`src/rtl/enigma_consts.svh`:
```
/*
 * Enigma cipher constants
 * character width, table depths, whitening seed and pipeline latency
 */

`ifndef ENIGMA_CONSTS_SVH
`define ENIGMA_CONSTS_SVH

// character and rotor offset width
`define ENIGMA_CODE_W 6

// table depths
`define ENIGMA_ROTOR_DEPTH 64
`define ENIGMA_PLUG_DEPTH 32

// whitening LFSR state after reset
`define ENIGMA_LFSR_SEED 6'b000001

// cycles from encrypt capture to code_valid
`define ENIGMA_LATENCY 5

`endif

```
`src/rtl/enigma_pkg.sv`:
```
/*
 * Enigma cipher package
 * character type and load table selector
 */

`default_nettype none

`include "enigma_consts.svh"

package enigma_pkg;

  // one character, table entry or rotor offset
  typedef logic [`ENIGMA_CODE_W-1:0] code_t;

  // table_idx encoding while load is high
  typedef enum logic [1:0] {
    TBL_ROTOR = 2'b00,
    TBL_PLUG  = 2'b01
  } table_sel_t;

endpackage

`default_nettype wire

```
`src/rtl/enigma_plugboard.sv`:
```
/*
 * Enigma plugboard
 * shift-loaded pair table, forward and return lookups of one cycle each
 */

`timescale 1ns/1ps
`default_nettype none

`include "enigma_consts.svh"

module enigma_plugboard import enigma_pkg::*; (
  input  logic  clk,
  input  logic  srst_n,
  input  logic  we,
  input  logic  fwd_valid_in,
  input  logic  ret_valid_in,
  input  code_t wr_code,
  input  code_t fwd_in,
  input  code_t ret_in,
  output code_t fwd_out,
  output code_t ret_out,
  output logic  fwd_valid,
  output logic  ret_valid
);

  code_t table_q [`ENIGMA_PLUG_DEPTH];

  // partner of a matching entry, unmatched values pass through
  // entries i and i^1 were loaded back to back and form a pair
  function automatic code_t pair_of(input code_t key);
    code_t partner;
    partner = key;
    for (int i = 0; i < `ENIGMA_PLUG_DEPTH; i++) begin
      if (table_q[i] == key) begin
        partner = table_q[i ^ 1];
      end
    end
    return partner;
  endfunction

  // ==========================================================================
  // table load
  // ==========================================================================

  // new code enters at entry 0, older ones move up
  always_ff @(posedge clk) begin
    if (we) begin
      table_q[0] <= wr_code;
      for (int i = 1; i < `ENIGMA_PLUG_DEPTH; i++) begin
        table_q[i] <= table_q[i-1];
      end
    end
  end

  // ==========================================================================
  // lookups
  // ==========================================================================

  always_ff @(posedge clk) begin
    fwd_out <= pair_of(fwd_in);
    ret_out <= pair_of(ret_in);
  end

  always_ff @(posedge clk) begin
    if (!srst_n) begin
      fwd_valid <= 1'b0;
      ret_valid <= 1'b0;
    end else begin
      fwd_valid <= fwd_valid_in;
      ret_valid <= ret_valid_in;
    end
  end

  // a character must not start while the table is still shifting
  a_no_start_during_load: assert property (
    @(posedge clk) disable iff (!srst_n)
    $rose(fwd_valid_in) |-> !we
  ) else $error("plugboard: character started during table load");

endmodule

`default_nettype wire

```
`src/rtl/enigma_rotor.sv`:
```
/*
 * Enigma rotor
 * shift-loaded 64-entry table, stepping offset, forward read and
 * inverse search with the character's own offset removed
 */

`timescale 1ns/1ps
`default_nettype none

`include "enigma_consts.svh"

module enigma_rotor import enigma_pkg::*; (
  input  logic  clk,
  input  logic  srst_n,
  input  logic  we,
  input  logic  fwd_valid_in,
  input  logic  inv_valid_in,
  input  code_t wr_code,
  input  code_t fwd_in,
  input  code_t inv_in,
  output code_t fwd_out,
  output code_t inv_out,
  output logic  fwd_valid,
  output logic  inv_valid
);

  code_t table_q [`ENIGMA_ROTOR_DEPTH];
  code_t offset_q;
  code_t rd_addr;
  code_t inv_idx;
  code_t inv_idx_q;

  // offset per character, one slot per stage between read and subtract
  code_t off_dly_q [2];

  // ==========================================================================
  // table load
  // ==========================================================================

  // entry i ends up holding the i-th loaded code
  always_ff @(posedge clk) begin
    if (we) begin
      table_q[`ENIGMA_ROTOR_DEPTH-1] <= wr_code;
      for (int i = 0; i < `ENIGMA_ROTOR_DEPTH - 1; i++) begin
        table_q[i] <= table_q[i+1];
      end
    end
  end

  // ==========================================================================
  // forward path
  // ==========================================================================

  // wraps mod 64 through the code width
  assign rd_addr = fwd_in + offset_q;

  always_ff @(posedge clk) begin
    fwd_out <= table_q[rd_addr];
  end

  // one step per character, idle cycles leave it alone
  always_ff @(posedge clk) begin
    if (!srst_n) begin
      offset_q <= '0;
    end else if (fwd_valid_in) begin
      offset_q <= offset_q + 1'b1;
    end
  end

  always_ff @(posedge clk) begin
    off_dly_q[0] <= offset_q;
    off_dly_q[1] <= off_dly_q[0];
  end

  // ==========================================================================
  // inverse path
  // ==========================================================================

  // index holding inv_in, table is a permutation so one entry matches
  always_comb begin
    inv_idx = '0;
    for (int i = 0; i < `ENIGMA_ROTOR_DEPTH; i++) begin
      if (table_q[i] == inv_in) begin
        inv_idx = code_t'(i);
      end
    end
  end

  always_ff @(posedge clk) begin
    inv_idx_q <= inv_idx;
  end

  // undo the forward offset of this same character
  assign inv_out = inv_idx_q - off_dly_q[1];

  always_ff @(posedge clk) begin
    if (!srst_n) begin
      fwd_valid <= 1'b0;
      inv_valid <= 1'b0;
    end else begin
      fwd_valid <= fwd_valid_in;
      inv_valid <= inv_valid_in;
    end
  end

  // reflected character comes back exactly one stage after the forward read
  // otherwise off_dly_q[1] would belong to another character
  a_inv_follows_fwd: assert property (
    @(posedge clk) disable iff (!srst_n)
    inv_valid_in == $past(fwd_valid_in)
  ) else $error("rotor: inverse input out of step with forward path");

endmodule

`default_nettype wire

```
`src/rtl/enigma_top.sv`:
```
/*
 * Enigma cipher top
 * input registers, table write decode, five-stage character pipeline
 * (plugboard, rotor, reflector, rotor inverse, plugboard) and output register
 */

`timescale 1ns/1ps
`default_nettype none

`include "enigma_consts.svh"

module enigma_top import enigma_pkg::*; (
  input  logic       clk,
  input  logic       srst_n,
  input  logic       load,
  input  logic       encrypt,
  input  table_sel_t table_idx,
  input  code_t      code_in,
  output code_t      code_out,
  output logic       code_valid
);

  logic       load_q;
  logic       encrypt_q;
  table_sel_t table_idx_q;
  code_t      code_in_q;

  logic       rotor_we;
  logic       plug_we;

  code_t      plug_fwd_out;
  code_t      plug_ret_out;
  logic       plug_fwd_valid;
  logic       plug_ret_valid;
  code_t      rot_fwd_out;
  code_t      rot_inv_out;
  logic       rot_fwd_valid;
  logic       rot_inv_valid;
  code_t      wht_out;
  logic       wht_valid;

  // ==========================================================================
  // input registers and write decode
  // ==========================================================================

  always_ff @(posedge clk) begin
    if (!srst_n) begin
      load_q    <= 1'b0;
      encrypt_q <= 1'b0;
    end else begin
      load_q    <= load;
      encrypt_q <= encrypt;
    end
  end

  always_ff @(posedge clk) begin
    table_idx_q <= table_idx;
    code_in_q   <= code_in;
  end

  assign rotor_we = load_q && (table_idx_q == TBL_ROTOR);
  assign plug_we  = load_q && (table_idx_q == TBL_PLUG);

  // ==========================================================================
  // character pipeline
  // ==========================================================================

  enigma_plugboard u_plugboard (
    .clk          (clk),
    .srst_n       (srst_n),
    .we           (plug_we),
    .fwd_valid_in (encrypt_q),
    .ret_valid_in (rot_inv_valid),
    .wr_code      (code_in_q),
    .fwd_in       (code_in_q),
    .ret_in       (rot_inv_out),
    .fwd_out      (plug_fwd_out),
    .ret_out      (plug_ret_out),
    .fwd_valid    (plug_fwd_valid),
    .ret_valid    (plug_ret_valid)
  );

  enigma_rotor u_rotor (
    .clk          (clk),
    .srst_n       (srst_n),
    .we           (rotor_we),
    .fwd_valid_in (plug_fwd_valid),
    .inv_valid_in (wht_valid),
    .wr_code      (code_in_q),
    .fwd_in       (plug_fwd_out),
    .inv_in       (wht_out),
    .fwd_out      (rot_fwd_out),
    .inv_out      (rot_inv_out),
    .fwd_valid    (rot_fwd_valid),
    .inv_valid    (rot_inv_valid)
  );

  // reflector sits between rotor forward and rotor inverse
  enigma_whitening u_whitening (
    .clk      (clk),
    .srst_n   (srst_n),
    .valid_in (rot_fwd_valid),
    .din      (rot_fwd_out),
    .dout     (wht_out),
    .valid    (wht_valid)
  );

  always_ff @(posedge clk) begin
    code_out <= plug_ret_out;
  end

  always_ff @(posedge clk) begin
    if (!srst_n) begin
      code_valid <= 1'b0;
    end else begin
      code_valid <= plug_ret_valid;
    end
  end

  // ==========================================================================
  // protocol checks
  // ==========================================================================

  a_load_encrypt_excl: assert property (
    @(posedge clk) disable iff (!srst_n)
    !(load && encrypt)
  ) else $error("top: load and encrypt high together");

  a_table_idx_legal: assert property (
    @(posedge clk) disable iff (!srst_n)
    load |-> (table_idx inside {TBL_ROTOR, TBL_PLUG})
  ) else $error("top: illegal table_idx during load");

endmodule

`default_nettype wire

```
`src/rtl/enigma_whitening.sv`:
```
/*
 * Enigma reflector
 * XORs each character with a 6-bit LFSR that steps per character
 */

`timescale 1ns/1ps
`default_nettype none

`include "enigma_consts.svh"

module enigma_whitening import enigma_pkg::*; (
  input  logic  clk,
  input  logic  srst_n,
  input  logic  valid_in,
  input  code_t din,
  output code_t dout,
  output logic  valid
);

  code_t state_q;
  logic  feedback;

  // taps on the two top bits
  assign feedback = state_q[`ENIGMA_CODE_W-2] ^ state_q[`ENIGMA_CODE_W-1];

  always_ff @(posedge clk) begin
    if (!srst_n) begin
      state_q <= `ENIGMA_LFSR_SEED;
    end else if (valid_in) begin
      state_q <= {state_q[`ENIGMA_CODE_W-2:0], feedback};
    end
  end

  // no register here, the rotor inverse stage captures the result
  assign dout  = din ^ state_q;
  assign valid = valid_in;

endmodule

`default_nettype wire

```
`config.mk`:
```
export PLATFORM = sky130hd
export DESIGN_NAME = enigma_top
export DESIGN_NICKNAME = d
export VERILOG_FILES = /design/src/rtl/enigma_pkg.sv /design/src/rtl/enigma_plugboard.sv /design/src/rtl/enigma_rotor.sv /design/src/rtl/enigma_top.sv /design/src/rtl/enigma_whitening.sv
export VERILOG_INCLUDE_DIRS = /design/src /design/src/rtl
export SDC_FILE = /design/constraint.sdc
export NUM_CORES = 1
export LEC_CHECK = 0
export BUFFER_PORTS_ARGS = -buffer_cell sky130_fd_sc_hd__buf_2
export CAP_MARGIN = 25
export CORE_MARGIN = 4
export CORE_UTILIZATION = 50
export CTS_BUF_LIST = sky130_fd_sc_hd__clkbuf_4 sky130_fd_sc_hd__clkbuf_8
export CTS_CLUSTER_DIAMETER = 200
export CTS_CLUSTER_SIZE = 10
export DETAILED_ROUTE_END_ITERATION = 8
export PLACE_DENSITY = 0.67
export SKIP_CTS_REPAIR_TIMING = 1
export SLEW_MARGIN = 20
export SYNTH_ARGS = -nofsm -noshare
export SYNTH_HDL_FRONTEND = slang
export SYNTH_HIERARCHICAL = 1
export SYNTH_SLANG_ARGS = --single-unit
```
`constraint.sdc`:
```
create_clock -name clk -period 18.9 [get_ports clk]
set_input_delay 0.945 -clock clk [delete_from_list [all_inputs] [get_ports clk]]
set_output_delay 0.945 -clock clk [all_outputs]
set_load 0.02 [all_outputs]
```
==> metrics.md, run 1 <==
| Metric | Value |
|---|---|
| Status | completed |
| Total grt overflow | 0 |
| Reg2reg start | u_rotor/off_dly_q[0][7] |
| Clk network pwr share | 20.5% |
| Reg2reg end | u_plugboard/ret_out[4] |
| Final Skew | 0.0489 ns |
| Final number of setup-violating endpoints | 0 |
| Die H | 278 um |
| Hold depth | 0 |
| Asr flop ratio synth | 0% |
| Synth warn | 6 |
| WL per Instance | 24.6 um |
| Tcrit/Tclk final | 25.2% |
| Mapped Area | 0.0365 sq mm |
| Most frequent cells in the layout | edfxtp_1, xnor2_1, xor2_1 |
| Top_reg_cell synth | edfxtp_1 |
| Post-synth EDFFs | 576 |
| 1st-iter DRT viols | 2676 |
| WP buf/inv | 2 |
| Global-route wire length before repair | 144000 um |
| CP Launch Type | register |
| Synth top area share | 47.4% |
| Drt drc | 0 |
| Vias per Instance | 6.23 |
| Hold Crit Start | u_rotor/off_dly_q[0][2] |
| Critical Path AT | 5.37 ns |
| Biggest regs | u_rotor/table_q x384, u_plugboard/table_q x192, u_rotor/off_dly_q x12 |
| Netlist cell types | 92 |
| Vias in the first global route | 23461 |
| #FFs+latches synth | 645 |
| Skew-Pair Late Insertion Delay | 0.69 ns |
| Ranking of synthesized cells by area | edfxtp_1, xnor2_1, xor2_1, mux4_2, dfxtp_1 |
| DP Cell Count | 3646 |
| Core Util, Final | 53.7% |
| Peak supply drop | 0.190 mV |
| Pins Over Slew Limit | 0 |
| Layout cells sized above 1 | 15.1% |
| Final wirelength | 93000 um |
| R2R cell count | 16 |
| Unrepaired setup endpoints after global routing | no |
| Final Hold Fails | 0 |
| DR vias | 23556 |
| Net count, final | 2799 |
| H-tree Lvls | 3 |
| # rows | 98 |
| Setup TNS | 0 ns |
| Min cycle time layout | 4.77 ns |
| Fmax | 210 MHz |
| Clock Path Buffers | 3 |
| TritonCTS clock tree | built |
| Initial antenna violation count | 1 |
| Global Route Usage Sum | 23.5% |
| Psw | 1910 uW |
| Hold_ws | 0.328 ns |
| Crit path kind | reg2reg |
| Root buffer cell | clkbuf_8 |
| Max FFs per register | 384 |
| Pre-CTS setup slack | 14.35 ns |
| Switching share of power | 39.3% |
| Final worst slack | 14.13 ns |
| Cell Chain, Critical Path | inv_1, ha_1, a21o_1, a21oi_1, o21bai_1, a21oi_1, xnor2_2, buf_4, xor2_1, nor4_1, nand2_1, nand3_1, o2111ai_1, nor3_1, o2111ai_1, a31oi_1 |
| Critical path peak fanout | 33 |
| Largest register by flop count | u_rotor/table_q |
| CP endpoint kind | register |
| Syn Inst Count | 2787 |
| Port-buffer cells | 18 |
| Flop pwr share | 33.8% |
| Hold Path Sink | u_rotor/off_dly_q[0][8] |
| DRT antenna net count | 0 |
| R2R setup slack | 14.13 ns |
| Die ar. | 0.0773 sq mm |
| Logic pwr share | 45.7% |
| Headroom to the max-slew limit | 32.4% |
| Register area share after synthesis | 51.2% |
| Synthesized Nets | 2812 |
| Max-Cap Viols | 0 |
| DP Wirelength | 61800 um |
| Class of the worst hold path | reg2reg |
| Yosys top cell by area | edfxtp_1 |
| Slowest Stage Delay on Critical Path | 0.59 ns |
| Final std cells w/o fill | 3784 |
| Delay-heaviest family, CP | compound AO/OA/AOI/OAI gates |
| Leakage dissipation | 0.0126 uW |
| Reg clk slew, reported paths | 0.08 ns |
| Slew @ Worst Pin | 1.01 ns |
| Commonest non-fill, non-tap cell in the layout | edfxtp_1 |
| Starting Density | 50.7% |
| DRT Pass-1 Iters | 6 |
| Int Power | 2960 uW |
| Avg Inst Size Synth | 13.1 sq um |
| Crit path required time | 19.50 ns |
| Final Wtd Congestion | 0.923 |
| Syn-to-layout area delta | 5.77% |
| Largest net degree at the start of global routing | 171 |
| Die width | 278 um |
| Ports | 19 |
| Core ar. | 0.0719 sq mm |
| CTS Buf Count | 74 |
| CTS Sinks | 645 |
| Pwr per Cell Area | 126 mW/mm^2 |
| Worst path slowest cell | buf_4 |
layer usage:
| layer | wire [um] | GRT usage [%] |
|---|---|---|
| met1 | 41200 | 34.0 |
| met2 | 43000 | 37.0 |
| met3 | 6230 | 3.75 |
| met4 | 2590 | 6.78 |
| met5 | 0 | 0 |
layout make-up:
type | count | area (sq um)
diodes | 2 | 5.00
clock buffers | 128 | 1430
clock inverters | 6 | 51.3
fillers | 5970 | 33300
inverters | 35 | 131
multi-input cells | 1962 | 16600
flip-flops and latches | 645 | 18700
well taps | 950 | 1190
repair buffers | 56 | 433
how the worst max path moves through the flow:
stage | startpoint | to | slack [ns] | cells past startpoint
after floorplan | table_idx_q[1] | u_rotor/table_q[0][0] | 3.02 | 1
after global placement | u_rotor/off_dly_q[0][7] | u_plugboard/ret_out[4] | 14.55 | 16
after detailed placement | u_rotor/off_dly_q[0][7] | u_plugboard/ret_out[4] | 14.35 | 16
after CTS | u_rotor/off_dly_q[0][7] | u_plugboard/ret_out[4] | 14.31 | 16
after global routing | u_rotor/off_dly_q[0][7] | u_plugboard/ret_out[4] | 13.82 | 16
final | u_rotor/off_dly_q[0][7] | u_plugboard/ret_out[4] | 14.13 | 16
worst reg2reg max path: stages, from the launching register on:
cell	delay, ns
dfxtp_1	0.36
inv_1	0.05
ha_1	0.26
a21o_1	0.17
a21oi_1	0.28
o21bai_1	0.10
a21oi_1	0.25
xnor2_2	0.13
buf_4	0.59
xor2_1	0.16
nor4_1	0.49
nand2_1	0.23
nand3_1	0.24
o2111ai_1	0.20
nor3_1	0.50
o2111ai_1	0.38
a31oi_1	0.29
through the flow:
step	power (uW)	instance area, sq um
floorplan	3450	36500
global placement	3850	37000
detailed placement	3880	37000
CTS	4890	38500
global route	5120	38600
finish	4870	38600
cell families (layout without fill, tap and decap cells):
logic type | after synthesis | after routing | synth area share (%)
adders and majority gates | 13 | 13 | 0.487
buffers and inverters | 180 | 225 | 3.69
muxes | 154 | 154 | 8.39
and+or+nand+nor | 638 | 638 | 9.68
AOI/OAI and AO/OA | 374 | 374 | 7.60
DFF | 645 | 645 | 51.2
xor gates and xnor gates | 783 | 783 | 18.9
other | 0 | 2 | 0
Yosys cell counts (12+ instances only):
master	count
edfxtp_1	576
xnor2_1	408
xor2_1	370
nor2_1	135
mux4_2	120
nand2_1	107
nand4_1	79
dfxtp_1	69
nand3_1	66
buf_6	64
nor3_1	53
a21oi_1	48
nor4_1	44
o21ai_0	43
o22ai_1	35
inv_1	34
buf_2	28
clkbuf_1	26
mux2i_1	22
nor2b_1	22
a211oi_1	21
and3_1	19
o221ai_1	18
and2_1	17
o211ai_1	17
a221o_1	16
buf_4	16
nor4_2	15
a22oi_1	14
a211o_1	13
a31oi_1	13
nand2b_1	13
a22o_1	12
mux2_2	12
power groups by stage:
stage	sequential [uW]	clock [uW]	combinational, uW
finish	1650	996	2230
global route	1650	1080	2390
detailed placement	1680	0	2200
CTS	1650	1020	2220
floorplan	1670	0	1780
global placement	1680	0	2170
No activity file was read; power rests on OpenSTA's default activity.
==> run 2: changes to the inputs <==
clock period = 4.9 ns   (was 18.9 ns; I/O delays follow)
==> run 2 against run 1 <==
Sequential share of layout area down 0.48 points. Via count grew 1.3%. Sequential cell count unchanged. Highest routed layer is now met5. Global-route usage grew 0.95 points. Largest power group unchanged. Critical path type unchanged. Worst hold slack got worse by 0.30 ns. First-iteration DRC count shrank 2.3%.
==> metrics.md, run 2 (same netlist as run 1, synthesis figures left out) <==
| Metric | Value |
|---|---|
| Global-route wire length before repair | 149000 um |
| Fmax | 238 MHz |
| Post-Layout Inst Area | 0.0390 sq mm |
| Final std cells w/o fill | 3816 |
| Root buffer cell | clkbuf_8 |
| WL per Instance | 25.2 um |
| Final number of setup-violating endpoints | 0 |
| Met3 wire length | 7290 um |
| Final wirelength | 96200 um |
| Final Wtd Congestion | 0.970 |
| TritonCTS clock tree | built |
| Vias in the first global route | 23656 |
| Largest register by flop count | u_rotor/table_q |
| Reg2reg start | u_rotor/off_dly_q[0][7] |
| CP Launch Type | register |
| R2R setup slack | 0.69 ns |
| Unrepaired setup endpoints after global routing | no |
| Critical path peak fanout | 23 |
| Tcrit/Tclk final | 85.9% |
| WL met2 | 44800 um |
| Final Hold Fails | 0 |
| Setup TNS | 0 ns |
| Final Skew | 0.0495 ns |
| Highest routed layer | met5 |
| Drt drc | 0 |
| Critical Path AT | 4.81 ns |
| Most frequent cells in the layout | edfxtp_1, xnor2_1, xor2_1 |
| Syn-to-layout area delta | 6.84% |
| Initial antenna violation count | 3 |
| CTS Buf Count | 74 |
| Net count, final | 2832 |
| Total grt overflow | 0 |
| Hold depth | 2 |
| DR vias | 23866 |
| Port-buffer cells | 18 |
| DRT antenna net count | 0 |
| Final worst slack | 0.693 ns |
| Max-Cap Viols | 0 |
| Status | completed |
| M1 WL | 41100 um |
| R2R cell count | 16 |
| Filler Cells Inserted | 5979 |
| Peak supply drop | 0.412 mV |
| Crit path kind | reg2reg |
| DRT Pass-1 Iters | 6 |
| Leakage dissipation | 0.0128 uW |
| Commonest non-fill, non-tap cell in the layout | edfxtp_1 |
| Starting Density | 50.7% |
| # rows | 98 |
| Crit path required time | 5.50 ns |
| Max FFs per register | 384 |
| Core ar. | 0.0719 sq mm |
| DP Wirelength | 67400 um |
| Reg clk slew, reported paths | 0.08 ns |
| Slew @ Worst Pin | 1.01 ns |
| Pins Over Slew Limit | 0 |
| Pre-CTS setup slack | 0.612 ns |
| Die width | 278 um |
| Largest net degree at the start of global routing | 174 |
| H-tree Lvls | 3 |
| Min cycle time layout | 4.21 ns |
| Die ar. | 0.0773 sq mm |
| Clock Path Buffers | 3 |
| CTS Sinks | 645 |
| Biggest regs | u_rotor/table_q x384, u_plugboard/table_q x192, u_rotor/off_dly_q x12 |
| Die H | 278 um |
| Hold Path Sink | u_whitening/state_q[5] |
| Placed cell areas | 0.0374 sq mm |
| Hold Crit Start | srst_n |
| DP Cell Count | 3671 |
| Reg2reg end | u_plugboard/ret_out[3] |
| Layout cells sized above 1 | 15.7% |
| Vias per Instance | 6.25 |
| Class of the worst hold path | in2reg |
| Ports | 19 |
| 1st-iter DRT viols | 2615 |
| Hold_ws | 0.0293 ns |
| Skew-Pair Late Insertion Delay | 0.70 ns |
| Pwr per Cell Area | 486 mW/mm^2 |
| Reg area | 0.0187 sq mm |
| CP endpoint kind | register |
| Headroom to the max-slew limit | 32.5% |
| Global Route Usage Sum | 24.4% |
| Area of the multi-input gates | 0.0166 sq mm |
## run 2: critical path, stage by stage (launching register included)
cell      delay (ns)
dfxtp_1         0.36
inv_1           0.05
ha_1            0.26
a21o_1          0.17
a21oi_1         0.28
o21bai_1        0.11
a21oi_1         0.36
xnor2_4         0.33
buf_12          0.30
xnor2_1         0.16
nand4_1         0.16
nor3_4          0.35
mux2i_1         0.14
a211o_1         0.32
a311oi_1        0.36
nor3_1          0.12
o31ai_1         0.25
## run 2: area by class of cell
type                            instances  area share, %
Tap cell                              950           3.05
Clock buffer                          128           3.66
Clock inverter                          6          0.135
Inverter                               35          0.337
Antenna cell                            1        0.00642
Timing Repair Buffer                   89           2.11
Sequential cell                       645           48.0
Multi-Input combinational cell       1962           42.7
## run 2: where the power goes
group / internal, uW / switching [uW]
registers: 6160 / 208
logic: 3630 / 5070
clock network: 1840 / 2000
## run 2: per-stage QoR
| stage | util [%] | total power, uW |
|---|---|---|
| floorplan | - | 13300 |
| global placement | 52.0 | 15000 |
| detailed placement | 52.0 | 15100 |
| CTS | 54.1 | 19000 |
| global route | 54.2 | 20000 |
| finish | 54.2 | 18900 |
## run 2: how the worst max path moves through the flow
stage / start / end / slack [ns] / cells after the start
finish: u_rotor/off_dly_q[0][7] / u_plugboard/ret_out[3] / 0.69 / 16
global route: u_rotor/off_dly_q[0][7] / u_plugboard/ret_out[2] / 0.38 / 16
CTS: u_rotor/off_dly_q[0][7] / u_plugboard/ret_out[3] / 0.56 / 16
detailed placement: u_rotor/off_dly_q[0][7] / u_plugboard/ret_out[3] / 0.61 / 16
global placement: u_rotor/off_dly_q[0][7] / u_plugboard/ret_out[1] / 0.78 / 16
floorplan: load_q / u_rotor/table_q[0][0] / -5.57 / 1
## run 2: layer usage
metal / global-route usage, % / vias up
li1: - / 10493
met1: 34.8 / 12063
met2: 39.0 / 1084
met3: 4.05 / 224
met4: 7.11 / 2
met5: 0 / -
==> run 3: changes to the inputs <==
CORE_UTILIZATION = 40   (was 50)
PLACE_DENSITY = 0.56   (was 0.67)
==> run 3 against run 2 <==
Die area rose by 24%. Highest routed layer is now met4. Total power rose by 1.6%. Critical endpoint is now u_plugboard/ret_out[4]. Sequential cell count did not move. Global-route usage fell by 4.0 points. Worst hold slack improved by 0.13 ns. Maximum frequency fell by 4.5%. Combinational power rose by 2%. Register-to-register slack got worse by 0.20 ns. Wire length rose by 3.2%.
==> metrics.md, run 3 (same netlist as run 1, synthesis figures left out) <==
| Metric | Value |
|---|---|
| Ports | 19 |
| Reg2reg start | u_rotor/off_dly_q[0][7] |
| Reg2reg end | u_plugboard/ret_out[4] |
| Unrepaired setup endpoints after global routing | no |
| CP endpoint | u_plugboard/ret_out[4] |
| Largest net degree at the start of global routing | 142 |
| Root buffer cell | clkbuf_8 |
| Final worst slack | 0.495 ns |
| CP Launch Type | register |
| Net count, final | 2839 |
| Critical Path Source | u_rotor/off_dly_q[0][7] |
| Drt drc | 0 |
| Commonest non-fill, non-tap cell in the layout | edfxtp_1 |
| DP Cell Count | 3900 |
| Headroom to the max-slew limit | 20.1% |
| DP Wirelength | 69600 um |
| DRT Pass-1 Iters | 6 |
| 1st-iter DRT viols | 2349 |
| Class of the worst hold path | in2reg |
| DR vias | 23416 |
| Global-route wire length before repair | 150000 um |
| Pre-CTS setup slack | 0.582 ns |
| M1 WL | 45100 um |
| Clock Path Buffers | 3 |
| R2R setup slack | 0.49 ns |
| Reg clk slew, reported paths | 0.08 ns |
| Pins Over Slew Limit | 0 |
| Layout cells sized above 1 | 15.8% |
| Leakage dissipation | 0.0128 uW |
| Pwr Total | 19200 uW |
| Final number of setup-violating endpoints | 0 |
| Post-Layout Inst Area | 0.0393 sq mm |
| Core ar. | 0.0903 sq mm |
| Final std cells w/o fill | 4048 |
| Starting Density | 40.4% |
| Final Skew | 0.0476 ns |
| Initial antenna violation count | 2 |
| Skew-Pair Late Insertion Delay | 0.74 ns |
| CTS Buf Count | 74 |
| Final Wtd Congestion | 0.932 |
| CP endpoint kind | register |
| Highest routed layer | met4 |
| WL per Instance | 24.5 um |
| Crit path required time | 5.54 ns |
| Fmax | 227 MHz |
| Final wirelength | 99300 um |
| Vias in the first global route | 23433 |
| Critical path peak fanout | 10 |
| Total grt overflow | 0 |
| Max-Cap Viols | 0 |
| R2R cell count | 16 |
| Critical Path AT | 5.05 ns |
| Most frequent cells in the layout | edfxtp_1, xnor2_1, xor2_1 |
| Vias per Instance | 5.78 |
| DRT antenna net count | 0 |
| Largest register by flop count | u_rotor/table_q |
| Placed cell areas | 0.0376 sq mm |
| Max FFs per register | 384 |
| Pwr per Cell Area | 489 mW/mm^2 |
| Min cycle time layout | 4.41 ns |
| Die width | 310 um |
| CTS Sinks | 645 |
| Global Route Usage Sum | 20.4% |
| WL met2 | 46200 um |
| Final Hold Fails | 0 |
| Syn-to-layout area delta | 7.73% |
| Crit path kind | reg2reg |
| H-tree Lvls | 3 |
| Tcrit/Tclk final | 89.9% |
| Biggest regs | u_rotor/table_q x384, u_plugboard/table_q x192, u_rotor/off_dly_q x12 |
| Die H | 310 um |
| # rows | 110 |
| Met3 wire length | 5440 um |
| Die ar. | 0.0961 sq mm |
| Slew @ Worst Pin | 1.18 ns |
| Peak supply drop | 0.385 mV |
| Port-buffer cells | 18 |
| Status | completed |
| TritonCTS clock tree | built |
run 3: through the flow:
step	hold WS, ns	util (%)	setup TNS [ns]
finish	0.158	43.5	0
global route	0.122	43.5	0
CTS	-0.461	43.3	0
detailed placement	0.312	41.7	0
global placement	0.312	41.7	0
floorplan	0.273	-	-2139.99
run 3: power breakdown:
group	internal, uW	switching [uW]
Combinational	3620	5280
Clock	1870	2060
Sequential	6160	219
Total	11700	7560
run 3: area by class of cell:
| cell class | instances | area [sq um] |
|---|---|---|
| well taps | 1176 | 1470 |
| clock buffers | 124 | 1400 |
| repair buffers | 96 | 833 |
| fillers | 8328 | 51000 |
| inverters | 35 | 131 |
| diodes | 3 | 7.51 |
| clock inverters | 7 | 100 |
| flip-flops and latches | 645 | 18700 |
| multi-input cells | 1962 | 16700 |
run 3: layer usage:
metal / vias up / global-route usage [%]
met4: 0 / 5.80
met3: 161 / 2.97
met1: 11989 / 28.9
met5: - / 0
met2: 765 / 32.9
li1: 10501 / -
run 3: worst min path at each step:
stage                                        from  slack, ns                        to  cells past startpoint
after detailed placement  u_rotor/off_dly_q[0][4]       0.31  u_rotor/off_dly_q[0][10]                      0
after global placement    u_rotor/off_dly_q[0][4]       0.31  u_rotor/off_dly_q[0][10]                      0
final                                table_idx[1]       0.16            table_idx_q[1]                      2
after floorplan                        code_in[0]       0.27              code_in_q[0]                      0
after global routing                 table_idx[0]       0.12            table_idx_q[0]                      2
after CTS                            table_idx[0]      -0.46            table_idx_q[0]                      1
run 3: worst max-delay path: stages, from the launching register on:
cell and delay (ns):
dfxtp_1 0.36, inv_1 0.05, ha_1 0.27, a21o_1 0.19, a21oi_1 0.27, o21bai_1 0.10
a21oi_1 0.23, xnor2_2 0.25, buf_4 0.33, xor2_1 0.10, nor4_1 0.46, nand2_1 0.23
nand3_1 0.25, o2111ai_1 0.25, nor3_1 0.41, o2111ai_1 0.31, a31oi_1 0.23
